==> src/hdl/ringRouterPkg.sv <==
package ringRouterPkg;

    // two virtual channels, swapped between external and fabric side by polarity
    localparam int NUM_VC = 2;

    // hop counter position inside the 64-bit packet
    localparam int HOP_MSB = 55;
    localparam int HOP_LSB = 48;

    typedef struct packed {
        logic        vc;          // carried through unchanged
        logic        dir;         // 0 = inject clockwise, 1 = counter-clockwise
        logic [5:0]  reserved;
        logic [7:0]  hop;         // lsb set means keep travelling
        logic [47:0] payload;
    } packetT;

    // one channel between routers, send qualifies packet
    typedef struct packed {
        logic   send;
        packetT packet;
    } linkT;

    // request of an input port towards the fabric
    // for the pe input toRing means the ring direction picked by dir
    typedef struct packed {
        logic toRing;
        logic toPe;
    } routeT;

endpackage

==> src/hdl/inputPort.sv <==
`timescale 1ns/1ps

module inputPort #(
    parameter bit isPePort = 1'b0
) (
    input  logic                  clk,
    input  logic                  reset,
    input  logic                  polarity,
    input  ringRouterPkg::linkT   link,
    output logic                  ready,
    input  logic                  take,
    output ringRouterPkg::packetT packet,
    output logic                  full,
    output ringRouterPkg::routeT  route
);

    localparam int NUM_VC = ringRouterPkg::NUM_VC;

    logic [NUM_VC-1:0]     slotWr;
    logic [NUM_VC-1:0]     slotRd;
    logic [NUM_VC-1:0]     slotFull;
    logic [NUM_VC-1:0]     slotEmpty;
    ringRouterPkg::packetT slotData [NUM_VC];
    logic                  extVc;
    logic                  intVc;

    assign extVc = ~polarity;             // link side uses vc1 while polarity is 0
    assign intVc = polarity;              // fabric side uses the other one

    assign ready = slotEmpty[extVc];

    for (genvar v = 0; v < NUM_VC; v++) begin : gSlot
        assign slotWr[v] = link.send && ready && (extVc == 1'(v));
        assign slotRd[v] = take && (intVc == 1'(v));

        packetSlot uSlot (
            .clk      (clk),
            .reset    (reset),
            .wrEnable (slotWr[v]),
            .rdEnable (slotRd[v]),
            .dataIn   (link.packet),
            .dataOut  (slotData[v]),
            .full     (slotFull[v]),
            .empty    (slotEmpty[v])
        );
    end

    assign packet = slotData[intVc];
    assign full   = slotFull[intVc];

    // Route decode for the slot the fabric sees. A ring packet keeps going
    // while its hop lsb is set, otherwise it drops to the local pe. A pe
    // packet always enters the ring; dir picks the side in the fabric.
    always_comb begin
        if (isPePort) begin
            route.toRing = 1'b1;
            route.toPe   = 1'b0;          // no loopback to the own pe
        end else begin
            route.toRing = packet.hop[0];
            route.toPe   = ~packet.hop[0];
        end
    end

endmodule

==> src/hdl/outputPort.sv <==
`timescale 1ns/1ps

module outputPort (
    input  logic                  clk,
    input  logic                  reset,
    input  logic                  polarity,
    input  logic                  load,
    input  ringRouterPkg::packetT packet,
    output logic                  empty,
    input  logic                  ready,
    output ringRouterPkg::linkT   link
);

    localparam int NUM_VC = ringRouterPkg::NUM_VC;

    logic [NUM_VC-1:0]     slotWr;
    logic [NUM_VC-1:0]     slotRd;
    logic [NUM_VC-1:0]     slotFull;
    logic [NUM_VC-1:0]     slotEmpty;
    ringRouterPkg::packetT slotData [NUM_VC];
    logic                  extVc;
    logic                  intVc;

    assign extVc = ~polarity;
    assign intVc = polarity;

    for (genvar v = 0; v < NUM_VC; v++) begin : gSlot
        assign slotWr[v] = load && (intVc == 1'(v));      // fabric fills internal vc
        assign slotRd[v] = link.send && (extVc == 1'(v)); // send already holds ready

        packetSlot uSlot (
            .clk      (clk),
            .reset    (reset),
            .wrEnable (slotWr[v]),
            .rdEnable (slotRd[v]),
            .dataIn   (packet),
            .dataOut  (slotData[v]),
            .full     (slotFull[v]),
            .empty    (slotEmpty[v])
        );
    end

    assign empty = slotEmpty[intVc];

    // handshake completes in the cycle send is high
    assign link.send   = slotFull[extVc] && ready;
    assign link.packet = slotData[extVc];

endmodule

==> src/hdl/packetSlot.sv <==
`timescale 1ns/1ps

module packetSlot (
    input  logic                  clk,
    input  logic                  reset,
    input  logic                  wrEnable,
    input  logic                  rdEnable,
    input  ringRouterPkg::packetT dataIn,
    output ringRouterPkg::packetT dataOut,
    output logic                  full,
    output logic                  empty
);

    logic                  valid;
    ringRouterPkg::packetT store;

    always_ff @(posedge clk) begin
        if (reset) begin
            valid <= 1'b0;
        end else if (wrEnable) begin
            valid <= 1'b1;                // write wins, never paired with a read
        end else if (rdEnable) begin
            valid <= 1'b0;
        end
    end

    always_ff @(posedge clk) begin
        if (wrEnable) begin
            store <= dataIn;
        end
    end

    assign dataOut = store;
    assign full    = valid;
    assign empty   = ~valid;

endmodule

==> src/hdl/ringRouter.sv <==
`timescale 1ns/1ps

module ringRouter (
    input  logic                clk,
    input  logic                reset,
    output logic                polarity,
    input  ringRouterPkg::linkT cwIn,
    input  ringRouterPkg::linkT ccwIn,
    input  ringRouterPkg::linkT peIn,
    output logic                cwReady,
    output logic                ccwReady,
    output logic                peReady,
    output ringRouterPkg::linkT cwOut,
    output ringRouterPkg::linkT ccwOut,
    output ringRouterPkg::linkT peOut,
    input  logic                cwOutReady,
    input  logic                ccwOutReady,
    input  logic                peOutReady
);

    ringRouterPkg::packetT cwInPacket, ccwInPacket, peInPacket;
    ringRouterPkg::routeT  cwInRoute, ccwInRoute, peInRoute;
    logic                  cwInFull, ccwInFull, peInFull;
    logic                  cwInTake, ccwInTake, peInTake;

    ringRouterPkg::packetT cwOutPacket, ccwOutPacket, peOutPacket;
    logic                  cwOutEmpty, ccwOutEmpty, peOutEmpty;
    logic                  cwOutLoad, ccwOutLoad, peOutLoad;

    always_ff @(posedge clk) begin
        if (reset) begin
            polarity <= 1'b0;
        end else begin
            polarity <= ~polarity;        // swap external and fabric vc every cycle
        end
    end

    inputPort #(.isPePort(1'b0)) uCwIn (
        .clk(clk), .reset(reset), .polarity(polarity),
        .link(cwIn), .ready(cwReady),
        .take(cwInTake), .packet(cwInPacket), .full(cwInFull), .route(cwInRoute)
    );

    inputPort #(.isPePort(1'b0)) uCcwIn (
        .clk(clk), .reset(reset), .polarity(polarity),
        .link(ccwIn), .ready(ccwReady),
        .take(ccwInTake), .packet(ccwInPacket), .full(ccwInFull), .route(ccwInRoute)
    );

    inputPort #(.isPePort(1'b1)) uPeIn (
        .clk(clk), .reset(reset), .polarity(polarity),
        .link(peIn), .ready(peReady),
        .take(peInTake), .packet(peInPacket), .full(peInFull), .route(peInRoute)
    );

    switchFabric uFabric (
        .clk          (clk),
        .reset        (reset),
        .polarity     (polarity),
        .cwInPacket   (cwInPacket),
        .cwInFull     (cwInFull),
        .cwInRoute    (cwInRoute),
        .cwInTake     (cwInTake),
        .ccwInPacket  (ccwInPacket),
        .ccwInFull    (ccwInFull),
        .ccwInRoute   (ccwInRoute),
        .ccwInTake    (ccwInTake),
        .peInPacket   (peInPacket),
        .peInFull     (peInFull),
        .peInRoute    (peInRoute),
        .peInTake     (peInTake),
        .cwOutEmpty   (cwOutEmpty),
        .cwOutLoad    (cwOutLoad),
        .cwOutPacket  (cwOutPacket),
        .ccwOutEmpty  (ccwOutEmpty),
        .ccwOutLoad   (ccwOutLoad),
        .ccwOutPacket (ccwOutPacket),
        .peOutEmpty   (peOutEmpty),
        .peOutLoad    (peOutLoad),
        .peOutPacket  (peOutPacket)
    );

    outputPort uCwOut (
        .clk(clk), .reset(reset), .polarity(polarity),
        .load(cwOutLoad), .packet(cwOutPacket), .empty(cwOutEmpty),
        .ready(cwOutReady), .link(cwOut)
    );

    outputPort uCcwOut (
        .clk(clk), .reset(reset), .polarity(polarity),
        .load(ccwOutLoad), .packet(ccwOutPacket), .empty(ccwOutEmpty),
        .ready(ccwOutReady), .link(ccwOut)
    );

    outputPort uPeOut (
        .clk(clk), .reset(reset), .polarity(polarity),
        .load(peOutLoad), .packet(peOutPacket), .empty(peOutEmpty),
        .ready(peOutReady), .link(peOut)
    );

endmodule

==> src/hdl/rotatingArbiter.sv <==
`timescale 1ns/1ps

module rotatingArbiter (
    input  logic clk,
    input  logic reset,
    input  logic polarity,
    input  logic req0,
    input  logic req1,
    output logic grant0,
    output logic grant1
);

    localparam int NUM_VC = ringRouterPkg::NUM_VC;

    logic [NUM_VC-1:0] favour1;           // per vc, 1 gives req1 the next conflict
    logic              conflict;
    logic              pickReq1;

    assign conflict = req0 && req1;
    assign pickReq1 = favour1[polarity];  // fabric serves the vc equal to polarity

    assign grant0 = req0 && (!req1 || !pickReq1);
    assign grant1 = req1 && (!req0 || pickReq1);

    // rotate only after a contested grant
    always_ff @(posedge clk) begin
        if (reset) begin
            favour1 <= '0;
        end else if (conflict) begin
            favour1[polarity] <= ~favour1[polarity];
        end
    end

endmodule

==> src/hdl/switchFabric.sv <==
`timescale 1ns/1ps

module switchFabric (
    input  logic                  clk,
    input  logic                  reset,
    input  logic                  polarity,
    input  ringRouterPkg::packetT cwInPacket,
    input  logic                  cwInFull,
    input  ringRouterPkg::routeT  cwInRoute,
    output logic                  cwInTake,
    input  ringRouterPkg::packetT ccwInPacket,
    input  logic                  ccwInFull,
    input  ringRouterPkg::routeT  ccwInRoute,
    output logic                  ccwInTake,
    input  ringRouterPkg::packetT peInPacket,
    input  logic                  peInFull,
    input  ringRouterPkg::routeT  peInRoute,
    output logic                  peInTake,
    input  logic                  cwOutEmpty,
    output logic                  cwOutLoad,
    output ringRouterPkg::packetT cwOutPacket,
    input  logic                  ccwOutEmpty,
    output logic                  ccwOutLoad,
    output ringRouterPkg::packetT ccwOutPacket,
    input  logic                  peOutEmpty,
    output logic                  peOutLoad,
    output ringRouterPkg::packetT peOutPacket
);

    // one hop consumed per pass through the fabric
    function automatic ringRouterPkg::packetT hopShift(input ringRouterPkg::packetT p);
        ringRouterPkg::packetT q;
        q = p;
        q[ringRouterPkg::HOP_MSB:ringRouterPkg::HOP_LSB] =
            p[ringRouterPkg::HOP_MSB:ringRouterPkg::HOP_LSB] >> 1;
        return q;
    endfunction

    logic reqCwCw, reqCwPe;
    logic reqCcwCcw, reqCcwPe;
    logic reqPeCw, reqPeCcw;
    logic grantCwCw, grantCwPe;
    logic grantCcwCcw, grantCcwPe;
    logic grantPeCw, grantPeCcw;

    // a full target slot removes the request, so nothing is overwritten
    assign reqCwCw   = cwInFull && cwInRoute.toRing && cwOutEmpty;
    assign reqCwPe   = cwInFull && cwInRoute.toPe && peOutEmpty;
    assign reqCcwCcw = ccwInFull && ccwInRoute.toRing && ccwOutEmpty;
    assign reqCcwPe  = ccwInFull && ccwInRoute.toPe && peOutEmpty;
    assign reqPeCw   = peInFull && peInRoute.toRing && !peInPacket.dir && cwOutEmpty;
    assign reqPeCcw  = peInFull && peInRoute.toRing && peInPacket.dir && ccwOutEmpty;

    rotatingArbiter uCwArb (
        .clk      (clk),
        .reset    (reset),
        .polarity (polarity),
        .req0     (reqCwCw),
        .req1     (reqPeCw),
        .grant0   (grantCwCw),
        .grant1   (grantPeCw)
    );

    rotatingArbiter uCcwArb (
        .clk      (clk),
        .reset    (reset),
        .polarity (polarity),
        .req0     (reqCcwCcw),
        .req1     (reqPeCcw),
        .grant0   (grantCcwCcw),
        .grant1   (grantPeCcw)
    );

    rotatingArbiter uPeArb (
        .clk      (clk),
        .reset    (reset),
        .polarity (polarity),
        .req0     (reqCwPe),
        .req1     (reqCcwPe),
        .grant0   (grantCwPe),
        .grant1   (grantCcwPe)
    );

    assign cwInTake  = grantCwCw || grantCwPe;     // each input has only one route
    assign ccwInTake = grantCcwCcw || grantCcwPe;
    assign peInTake  = grantPeCw || grantPeCcw;

    assign cwOutLoad  = grantCwCw || grantPeCw;
    assign ccwOutLoad = grantCcwCcw || grantPeCcw;
    assign peOutLoad  = grantCwPe || grantCcwPe;

    assign cwOutPacket  = grantCwCw ? hopShift(cwInPacket) : hopShift(peInPacket);
    assign ccwOutPacket = grantCcwCcw ? hopShift(ccwInPacket) : hopShift(peInPacket);
    assign peOutPacket  = grantCwPe ? hopShift(cwInPacket) : hopShift(ccwInPacket);

endmodule

==> config.mk <==
export PLATFORM = sky130hd
export DESIGN_NAME = ringRouter
export DESIGN_NICKNAME = d
export VERILOG_FILES = /design/src/hdl/ringRouterPkg.sv /design/src/hdl/inputPort.sv /design/src/hdl/outputPort.sv /design/src/hdl/packetSlot.sv /design/src/hdl/ringRouter.sv /design/src/hdl/rotatingArbiter.sv /design/src/hdl/switchFabric.sv
export SDC_FILE = /design/constraint.sdc
export NUM_CORES = 1
export LEC_CHECK = 0
export BUFFER_PORTS_ARGS = -buffer_cell sky130_fd_sc_hd__buf_4
export CORE_ASPECT_RATIO = 1.4
export CORE_UTILIZATION = 52
export DETAILED_ROUTE_END_ITERATION = 8
export GPL_ROUTABILITY_DRIVEN = 0
export MAX_ROUTING_LAYER = met4
export PLACE_DENSITY = 0.76
export SETUP_SLACK_MARGIN = 0.05
export SYNTH_ARGS = -nofsm -noshare
export SYNTH_HDL_FRONTEND = slang
export SYNTH_SLANG_ARGS = --single-unit
==> constraint.sdc <==
create_clock -name clk -period 5.7 [get_ports clk]
set_input_delay 0.285 -clock clk [delete_from_list [all_inputs] [get_ports clk]]
set_output_delay 0.285 -clock clk [all_outputs]
set_load 0.02 [all_outputs]
==> results of run 1 <==
[critical path, cell delays in order (launching register included)]
cell,delay [ns]
dfxtp_4,0.46
buf_4,0.63
buf_4,0.83
mux2_2,0.43
buf_4,0.17
[power by group through the flow]
stage                     sequential (mW)  combinational (mW)  clock, mW
after floorplan                      6.84               0.741          0
after CTS                            6.74                1.37       5.06
after global routing                 6.76                1.43       5.27
after global placement               6.84                1.23          0
final                                6.75                1.36       4.99
after detailed placement             6.86                1.25          0
[final timing paths]
path                                                        to  slack (ns)  cells after the start
setup / recovery                                    ccwOut[32]        2.19                      4
setup reg to reg  uCcwOut.gSlot[1].uSlot.dataOut[28]$_DFFE_PP_        2.48                      5
hold reg to reg        uFabric.uCcwArb.favour1[1]$_SDFFE_PP0P_        0.56                      2
hold / removal         uCwOut.gSlot[0].uSlot.full$_SDFFE_PP0P_        0.06                      4
[repair_timing]
| action | CTS | global route |
|---|---|---|
| gates resized for setup | 0 | 0 |
| hold buffers | 194 | 0 |
| setup buffers | 0 | 0 |
| endpoints found under the setup margin | 0 | 0 |
| hold endpoints to repair | 399 | 0 |
[cells by family after synthesis]
| family | after synthesis | share of synthesized area (%) |
|---|---|---|
| simple gates | 80 | 1.518 |
| mux | 384 | 20.99 |
| flops | 779 | 74.85 |
| xor+xnor | 6 | 0.1696 |
| other cells | 1 | 0.01210 |
| buf+inv | 78 | 1.780 |
| compound gates | 29 | 0.6822 |
[cells in the mapped netlist (4+ instances only)]
cell type | count | share of area (%)
a211oi_1 | 4 | 0.097
a21oi_1 | 11 | 0.18
buf_12 | 6 | 0.39
buf_2 | 45 | 0.73
buf_4 | 10 | 0.24
buf_6 | 9 | 0.33
dfxtp_1 | 19 | 1.2
edfxtp_1 | 760 | 74
inv_1 | 5 | 0.061
mux2_2 | 189 | 6.9
mux2i_1 | 6 | 0.19
mux4_1 | 16 | 1.4
mux4_2 | 173 | 13
nand2_1 | 16 | 0.19
nand2b_1 | 4 | 0.081
nor2_1 | 26 | 0.31
nor2b_1 | 4 | 0.081
[metal layers]
metal  wire, µm  global-route usage (%)  share of wire (%)
met1      28050                   29.76                 35
met2      43470                   48.94                 55
met3       4844                   4.423                6.1
met4       3126                   12.30                3.9
met5          0                       -                  0
[layout make-up]
cell class / instances / area share (%)
inverters: 6 / 0.07027
flip-flops and latches: 779 / 59.24
repair buffers: 620 / 13.19
clock inverters: 45 / 1.313
well taps: 749 / 2.392
multi-input cells: 502 / 18.78
diodes: 4 / 0.02555
clock buffers: 90 / 4.989
[metrics by stage]
| step | setup WS [ns] | hold WS [ns] |
|---|---|---|
| floorplan | -0.4978 | 0.3839 |
| global placement | 2.554 | 0.4698 |
| detailed placement | 2.502 | 0.4724 |
| CTS | 2.078 | 0.02114 |
| global route | 1.961 | 0.05627 |
| finish | 2.189 | 0.05706 |
[flip-flops by register name, summed over array words and instances, names as in the netlist]
name	cells
polarity	1
uCcwIn.gSlot.uSlot.dataOut	128
uCcwIn.gSlot.uSlot.full	2
uCcwOut.gSlot.uSlot.dataOut	126
uCcwOut.gSlot.uSlot.full	2
uCwIn.gSlot.uSlot.dataOut	128
uCwIn.gSlot.uSlot.full	2
uCwOut.gSlot.uSlot.dataOut	126
uCwOut.gSlot.uSlot.full	2
uFabric.uCcwArb.favour1	2
uFabric.uCwArb.favour1	2
uFabric.uPeArb.favour1	2
uPeIn.gSlot.uSlot.dataOut	126
uPeIn.gSlot.uSlot.full	2
uPeOut.gSlot.uSlot.dataOut	126
uPeOut.gSlot.uSlot.full	2
[cell usage in the layout (no fill, tap or decap), drive strengths merged, types with 5 or more instances in the layout]
cell / synthesis / final
a21oi: 13 / 13
edfxtp: 760 / 760
clkinv: 0 / 29
nor3: 5 / 5
nand2: 16 / 16
mux2: 189 / 189
buf: 70 / 426
inv: 6 / 10
clkbuf: 2 / 90
mux2i: 6 / 6
nor2: 26 / 26
mux4: 189 / 189
dlygate4sd3: 0 / 194
bufinv: 0 / 9
dfxtp: 19 / 19
==> metrics.md, run 1 <==
| Metric | Value |
|---|---|
| Slew Limit Headroom | 31.83% |
| # rows | 105 |
| Worst setup EP type | output port |
| Primary FF master, synth | edfxtp_1 |
| Clock Path Buffers | 3 |
| Total GRT Usage | a little over a quarter |
| Via Count | 16550 |
| Design Area, Final | 39170 µm² |
| Register share of total power | between 50% and 60% |
| DRC viols | 0 |
| RSZ-0062 raised after global routing | false |
| Status | complete, no violations |
| Crit path from | polarity$_SDFF_PP0_ |
| Area grow syn2layout | 26.37% |
| Fin cells | ~2800 |
| DR pass1 iterations | 5 |
| Worst path arrival time | about 3.2 ns |
| Clock network power share | 38.1% |
| Clock root buffer master | clkbuf_16 |
| Final min period | 3.511 ns |
| CTS Sinks | about 780 |
| Hold Violations, Final | 0 |
| Setup violators final | 0 |
| # fillers | 3692 |
| Core area | approximately 59000 µm² |
| Nets | about 2200 |
| Fin. max-slew vios | 0 |
| DRT iter0 DRCs | between 1000 and 1500 |
| Yosys reg bits | 779 |
| Die height | ~290 µm |
| CTS tree | yes |
| Final Core Density | around two thirds |
| Area of the multi-input gates | approximately 7400 µm² |
| Die width | about 210 µm |
| PortBufs | slightly below 400 |
| Number of top-level pins | 399 |
| Clk_skew | approximately 0.029 ns |
| Die area | ~60000 µm² |
| Post-Synthesis Cells | between 1000 and 1500 |
| Max H-tree Level | 3 |
| Register area share after synthesis | approximately three quarters |
| Initial Util | a little over half |
| Net Sw Power | between 2 and 3 mW |
| Post-route ant nets | 0 |
| Crit path max fanout | approximately 60 |
| Drt wl/cell | 28.44 µm |
| Clk slew on worst S/H paths | approximately 0.060 ns |
| Worst Hold Launch | cwOutReady |
| Startpoint Class | flip-flop |
| Req. time, crit path | between 5 and 6 ns |
| PD cells | between 300 and 400 nW/µm² |
| Placed inst area | roughly 35000 µm² |
| Grt total ovfl | 0 |
| CTS buffer count | between 70 and 80 |
| Async set or reset register ratio after synthesis | 0% |
| Distinct cell type count after synthesis | 48 |
| Int Power | 10.15 mW |
| First-pass GRT wire length | 115100 µm |
| Final period utilization | between 60% and 70% |
| Sum of negative setup slack | 0 ns |
| Number of global-route vias before repair | 18060 |
| Inst Count DP | around 2500 |
| WL final | 79500 µm |
| Switch share | 22.53% |
| Pin count of the biggest net entering global routing | 68 |
| WS Path Type | flip-flop to output port |
| Sequential cell area | about 23000 µm² |
| Achievable Freq | 0.2848 GHz |
| Clock latency on the worst-skew pair | around 0.62 ns |
| Yosys synthesis warning count | 0 |
| Max cap viols | 0 |
| EDFF count, synth | 760 |
| Worst R2R Start | polarity$_SDFF_PP0_ |
| IR drop worst, VDD | just over 300 µV |
| Hpwl dp | roughly 46000 µm |
| Worst Tran Pin Value | roughly 1 ns |
| Layout cells sized above 1 | between 40% and 50% |
| Cell Area, Synth | just over 30000 µm² |
| DR vias/cell | about 5.9 |
| Avg Cell Area, Syn | roughly 23 µm² |
| Hold Crit Class | input pin to flip-flop |
| Power Total | between 10 and 15 mW |
| Leakage | 13.61 nW |
| Initial antenna violation count | 4 |
| Comb pwr share | 10.4% |
Power figures use the tool's default switching activity.
==> run 2, diff against run 1 <==
Settings changed: CORE_UTILIZATION 52 to 58, PLACE_DENSITY 0.76 to 0.8.
Clock period 5.7 ns to 3.6 ns, I/O delays scaled along.
==> run 2 against run 1 <==
  * Via count grew 1.1%
  * Critical path depth decreased by 1
  * Cell area down 0.68%
  * Sequential share of layout area up 0.41 points
  * Largest power group unchanged
==> metrics.md, run 2 (synthesis gave the netlist of run 1 again) <==
| Metric | Value |
|---|---|
| # rows | 99 (-5.7%) |
| Hold Crit Class | input pin to flip-flop |
| Worst path arrival time | 2.95 ns (-0.28 ns) |
| Fin. max-slew vios | 0 (unchanged) |
| DR vias/cell | 6.098 (+3.0%) |
| CP peak stage delay | 0.86 ns (+0.03 ns) |
| Crit path buf inv count | 2 (-1) |
| Core area | 52400 µm² (-11%) |
| Grt total ovfl | 0 (unchanged) |
| Nets | 2181 (-0.046%) |
| PortBufs | 394 (unchanged) |
| Setup violators final | 0 (unchanged) |
| Cell Chain, Critical Path | buf_12 > mux2_2 > buf_4 |
| Via Count | 16730 (+1.1%) |
| PD cells | 511.2 nW/µm² (+53%) |
| Inst Count DP | 2419 (-1.7%) |
| Layout cells sized above 1 | 44.77% (-0.24 points) |
| Sum of negative setup slack | 0 ns (unchanged) |
| Power Total | 19.89 mW (+52%) |
| Clock root buffer master | clkbuf_16 |
| Fin cells | 2743 (-1.9%) |
| DR pass1 iterations | 5 (unchanged) |
| Initial antenna violation count | 10 (+6) |
| Drt wl/cell | 28.19 µm (-0.90%) |
| DRT iter0 DRCs | 1291 (+15%) |
| Die height | 275.5 µm (-5.3%) |
| Slowest stage cell on the critical path | dfxtp_4 |
| Slew Limit Headroom | 36.33% (+4.5 points) |
| WS Path Type | flip-flop to output port |
| Worst setup EP type | output port |
| Worst Tran Pin Value | 0.9550 ns (-0.06754 ns) |
| Post-route ant nets | 0 (unchanged) |
| RSZ-0062 raised after global routing | false |
| Number of top-level pins | 399 (unchanged) |
| CTS Sinks | 779 (unchanged) |
| CTS buffer count | 71 (-2.7%) |
| IR drop worst, VDD | 431.3 µV (+38%) |
| Req. time, crit path | 3.42 ns (-1.99 ns) |
| CTS tree | yes |
| Clock latency on the worst-skew pair | 0.60 ns (-0.02 ns) |
| Worst R2R Setup Slack | 0.89 ns (-1.59 ns) |
| Most frequent cells in the layout | edfxtp_1 (760), buf_4 (415), dlygate4sd3_1 (196) |
| Clock Path Buffers | 3 (unchanged) |
| Startpoint Class | flip-flop |
| Clk_skew | 0.02488 ns (-0.004250 ns) |
| Die area | 54390 µm² (-10%) |
| Area grow syn2layout | 25.51% |
| Design Area, Final | 38900 µm² (-0.68%) |
| Final Core Density | 74.25% (+7.5 points) |
| Hpwl dp | 43170 µm (-5.1%) |
| Pin count of the biggest net entering global routing | 138 (+100%) |
| Clk slew on worst S/H paths | 0.06 ns (about the same) |
| WL final | 77320 µm (-2.7%) |
| Number of global-route vias before repair | 18020 (-0.23%) |
| Achievable Freq | between 0.3 and 0.4 GHz |
| Commonest non-fill, non-tap cell in the layout | edfxtp_1 |
| Crit path max fanout | 137 (+120%) |
| Status | complete, no violations |
| Max H-tree Level | 3 (unchanged) |
| Initial Util | 59.16% (+6.4 points) |
| First-pass GRT wire length | 111100 µm (-3.5%) |
| Total GRT Usage | 29.59% (+2.2 points) |
| Hold Violations, Final | 0 (unchanged) |
| Leakage | 13.50 nW (-0.85%) |
| Final min period | approximately 3.1 ns |
| Max cap viols | 0 (unchanged) |
| Final period utilization | between 80% and 90% |
| DRC viols | 0 (unchanged) |
| Die width | 197.4 µm (-5.3%) |
| Placed inst area | 34800 µm² (+0.15%) |
| Delay-heaviest family, CP | flip-flops |
==> run 2: cell count changes in the layout (fill, tap and decap cells not counted), moves of 5 or more <==
cell,before,now
buf_12,2,10
buf_4,424,415
bufinv_16,9,4
clkbuf_16,76,71
clkinv_2,9,15
diode_2,4,10
==> run 2: what timing repair did <==
| item | CTS | global route |
|---|---|---|
| hold buffers | 196 | 0 |
| resized for setup | 0 | 0 |
| setup endpoints to repair | 0 | 0 |
| buffers inserted | 0 | 0 |
| hold endpoints to repair | 401 | 0 |
==> run 2: layout make-up <==
class	count	area [µm²]
antenna	10	25.02
tap	707	884.6
clock inverter	33	264.0
inverter	6	27.53
multi-input combinational	502	7371
sequential	779	23210
timing repair buffer	621	5278
fill	2843	13490
clock buffer	85	1849
==> run 2: through the flow <==
| step | setup WS [ns] | hold WS (ns) |
|---|---|---|
| finish | 0.4723 | 0.2377 |
| global route | 0.3460 | 0.2330 |
| CTS | 0.4612 | 0.2163 |
| detailed placement | 0.9002 | 0.3674 |
| global placement | 0.9531 | 0.3649 |
| floorplan | -0.4223 | 0.2789 |
==> run 2: final timing paths <==
path / start / end / cells after the start
max reg2reg: polarity$_SDFF_PP0_ / uCcwOut.gSlot[0].uSlot.dataOut[30]$_DFFE_PP_ / 4
min: peIn[64] / uPeIn.gSlot[1].uSlot.dataOut[60]$_DFFE_PP_ / 2
min reg2reg: uFabric.uPeArb.favour1[0]$_SDFFE_PP0P_ / uFabric.uPeArb.favour1[0]$_SDFFE_PP0P_ / 2
max: polarity$_SDFF_PP0_ / ccwOut[26] / 3
==> run 2: metal layers <==
layer | vias to the layer above | wire [µm] | track usage [%]
li1 | 6991 | - | -
met1 | 8683 | 25770 | 31.27
met2 | 859 | 43150 | 53.18
met3 | 193 | 5305 | 4.998
met4 | 0 | 3091 | 14.87
met5 | - | 0 | -
==> run 2: where the power goes <==
| group | leakage [nW] | switching, mW | internal [mW] |
|---|---|---|---|
| clock | 1.04 | 3.10 | 3.93 |
| combinational | 5.31 | 1.13 | 1.02 |
| sequential | 7.15 | 0.195 | 10.5 |
==> run 3, diff against run 2 <==
Clock period 3.6 ns to 3.15 ns, I/O delays scaled along.
==> run 3 against run 2 <==
  * Critical path depth grew 1
  * Worst hold slack lost 0.013 ns
  * Final cell count grew 0.51%
  * Global-route usage grew 0.57 points
  * Critical path type unchanged
  * Largest power group unchanged
==> metrics.md, run 3 (synthesis gave the netlist of run 1 again) <==
| Metric | Value |
|---|---|
| Achievable Freq | ~0.34 GHz |
| Die area | 54390 µm² (unchanged) |
| Nets | 2186 (+0.23%) |
| Hpwl dp | 45170 µm (+4.7%) |
| Initial Util | 59.16% (unchanged) |
| RSZ-0062 raised after global routing | false |
| Worst setup EP type | output port |
| Clock root buffer master | clkbuf_16 |
| Worst Tran Pin Value | 0.9294 ns (-0.02560 ns) |
| Most frequent cells in the layout | edfxtp_1 (760), buf_4 (424), dlygate4sd3_1 (195) |
| # fillers | 2850 (+0.25%) |
| PortBufs | 394 (unchanged) |
| PD cells | 590.7 nW/µm² (+16%) |
| Commonest non-fill, non-tap cell in the layout | edfxtp_1 |
| Total GRT Usage | 30.16% (+0.57 points) |
| DRC viols | 0 (unchanged) |
| Layout cells sized above 1 | 44.93% (+0.16 points) |
| WL final | 78370 µm (+1.4%) |
| CTS resizes | 0 (unchanged) |
| Max cap viols | 0 (unchanged) |
| Grt total ovfl | 0 (unchanged) |
| Clk_skew | 0.01988 ns (-0.005003 ns) |
| Area grow syn2layout | 25.89% |
| Hold Crit Class | input pin to flip-flop |
| Number of global-route vias before repair | 18080 (+0.31%) |
| # rows | 99 (unchanged) |
| Status | complete, no violations |
| CTS Sinks | 779 (unchanged) |
| Via Count | 16740 (+0.066%) |
| Die height | 275.5 µm (unchanged) |
| Req. time, crit path | 2.99 ns (-0.43 ns) |
| Drt wl/cell | 28.43 µm (+0.85%) |
| Final period utilization | approximately 93% |
| Worst path arrival time | 2.78 ns (-0.17 ns) |
| CTS buffer count | 70 (-1.4%) |
| CTS tree | yes |
| Clock Path Buffers | 3 (unchanged) |
| Post-route ant nets | 0 (unchanged) |
| Slew Limit Headroom | 38.04% (+1.7 points) |
| Pin count of the biggest net entering global routing | 130 (-5.8%) |
| WS Path Type | flip-flop to output port |
| First-pass GRT wire length | 112700 µm (+1.5%) |
| Leakage | 13.57 nW (+0.52%) |
| IR drop worst, VDD | 546.6 µV (+27%) |
| Initial antenna violation count | 8 (-2) |
| Number of top-level pins | 399 (unchanged) |
| Sum of negative setup slack | 0 ns (unchanged) |
| Core area | 52400 µm² (unchanged) |
| Final min period | 2.934 ns |
| DR vias/cell | 6.071 (-0.44%) |
| Hold Violations, Final | 0 (unchanged) |
| DR pass1 iterations | 5 (unchanged) |
| Clk slew on worst S/H paths | 0.06 ns (about the same) |
| WHS | 0.2245 ns (-0.01325 ns) |
| Final Core Density | 74.48% (+0.22 points) |
| DRT iter0 DRCs | 1242 (-3.8%) |
| Setup violators final | 0 (unchanged) |
| Die width | 197.4 µm (unchanged) |
| Startpoint Class | flip-flop |
| Clock latency on the worst-skew pair | 0.63 ns (+0.03 ns) |
| Fin. max-slew vios | 0 (unchanged) |
| Crit path max fanout | 41 (-70%) |
| Max H-tree Level | 3 (unchanged) |
[run 3: cell types whose count changed in the layout (fill, tap and decap cells not counted), sizes merged]
| cell | delta |
|---|---|
| buf | +7 |
| bufinv | +1 |
| clkinv | +4 |
| clkinvlp | +1 |
| diode | -1 |
| dlygate4sd3 | -1 |
| inv | +3 |
[run 3: worst paths after layout]
check	start	endpoint	slack (ns)	depth (start not counted)
setup / recovery	polarity$_SDFF_PP0_	peOut[3]	0.22	4
hold / removal	peIn[64]	uPeIn.gSlot[1].uSlot.dataOut[63]$_DFFE_PP_	0.22	3
setup reg to reg	polarity$_SDFF_PP0_	uCwOut.gSlot[1].uSlot.dataOut[19]$_DFFE_PP_	0.59	4
hold reg to reg	uPeOut.gSlot[1].uSlot.full$_SDFFE_PP0P_	uPeOut.gSlot[1].uSlot.full$_SDFFE_PP0P_	0.54	2
[run 3: what timing repair did]
item                      in CTS  in global routing
hold endpoints to repair     401                  0
hold buffers                 195                  0
buffers inserted               0                  0
[run 3: critical path: stages (launching register included)]
cell and delay [ns]:
dfxtp_4 0.69, buf_4 0.44, buf_4 0.42, mux2_2 0.40, buf_4 0.17
[run 3: stage by stage]
stage	worst slack (ns)	cell area, µm²	power (mW)	std cells
2_1_floorplan	-0.7508	31080	13.70	1359
3_3_place_gp	0.7235	34830	14.57	2426
3_5_place_dp	0.6706	34830	14.67	2426
4_1_cts	0.2066	39000	23.09	2748
5_1_grt	0.1014	39020	23.67	2757
6_report	0.2156	39020	23.05	2757
[run 3: where the power goes]
part	internal, mW	total (mW)	switching, mW	leakage [nW]
registers	12.0	12.2	0.214	7.15
logic	1.17	2.48	1.31	5.34
clock network	4.66	8.35	3.68	1.08
total	17.8	23.0	5.21	13.6
[run 3: routing by layer]
layer,track usage [%],part of all wire [%],vias to the layer above
li1,-,-,7009
met1,31.58,32,8559
met2,53.65,55,932
met3,5.718,7.9,237
met4,15.97,4.8,0
met5,-,0,-
[run 3: layout make-up]
class / count / area [µm²] / share of cell area [%]
flip-flops and latches: 779 / 23210 / 59.47
multi-input cells: 502 / 7371 / 18.89
repair buffers: 627 / 5295 / 13.57
clock buffers: 85 / 1872 / 4.797
well taps: 707 / 884.6 / 2.267
clock inverters: 42 / 344.1 / 0.8817
inverters: 6 / 27.53 / 0.07054
diodes: 9 / 22.52 / 0.05771
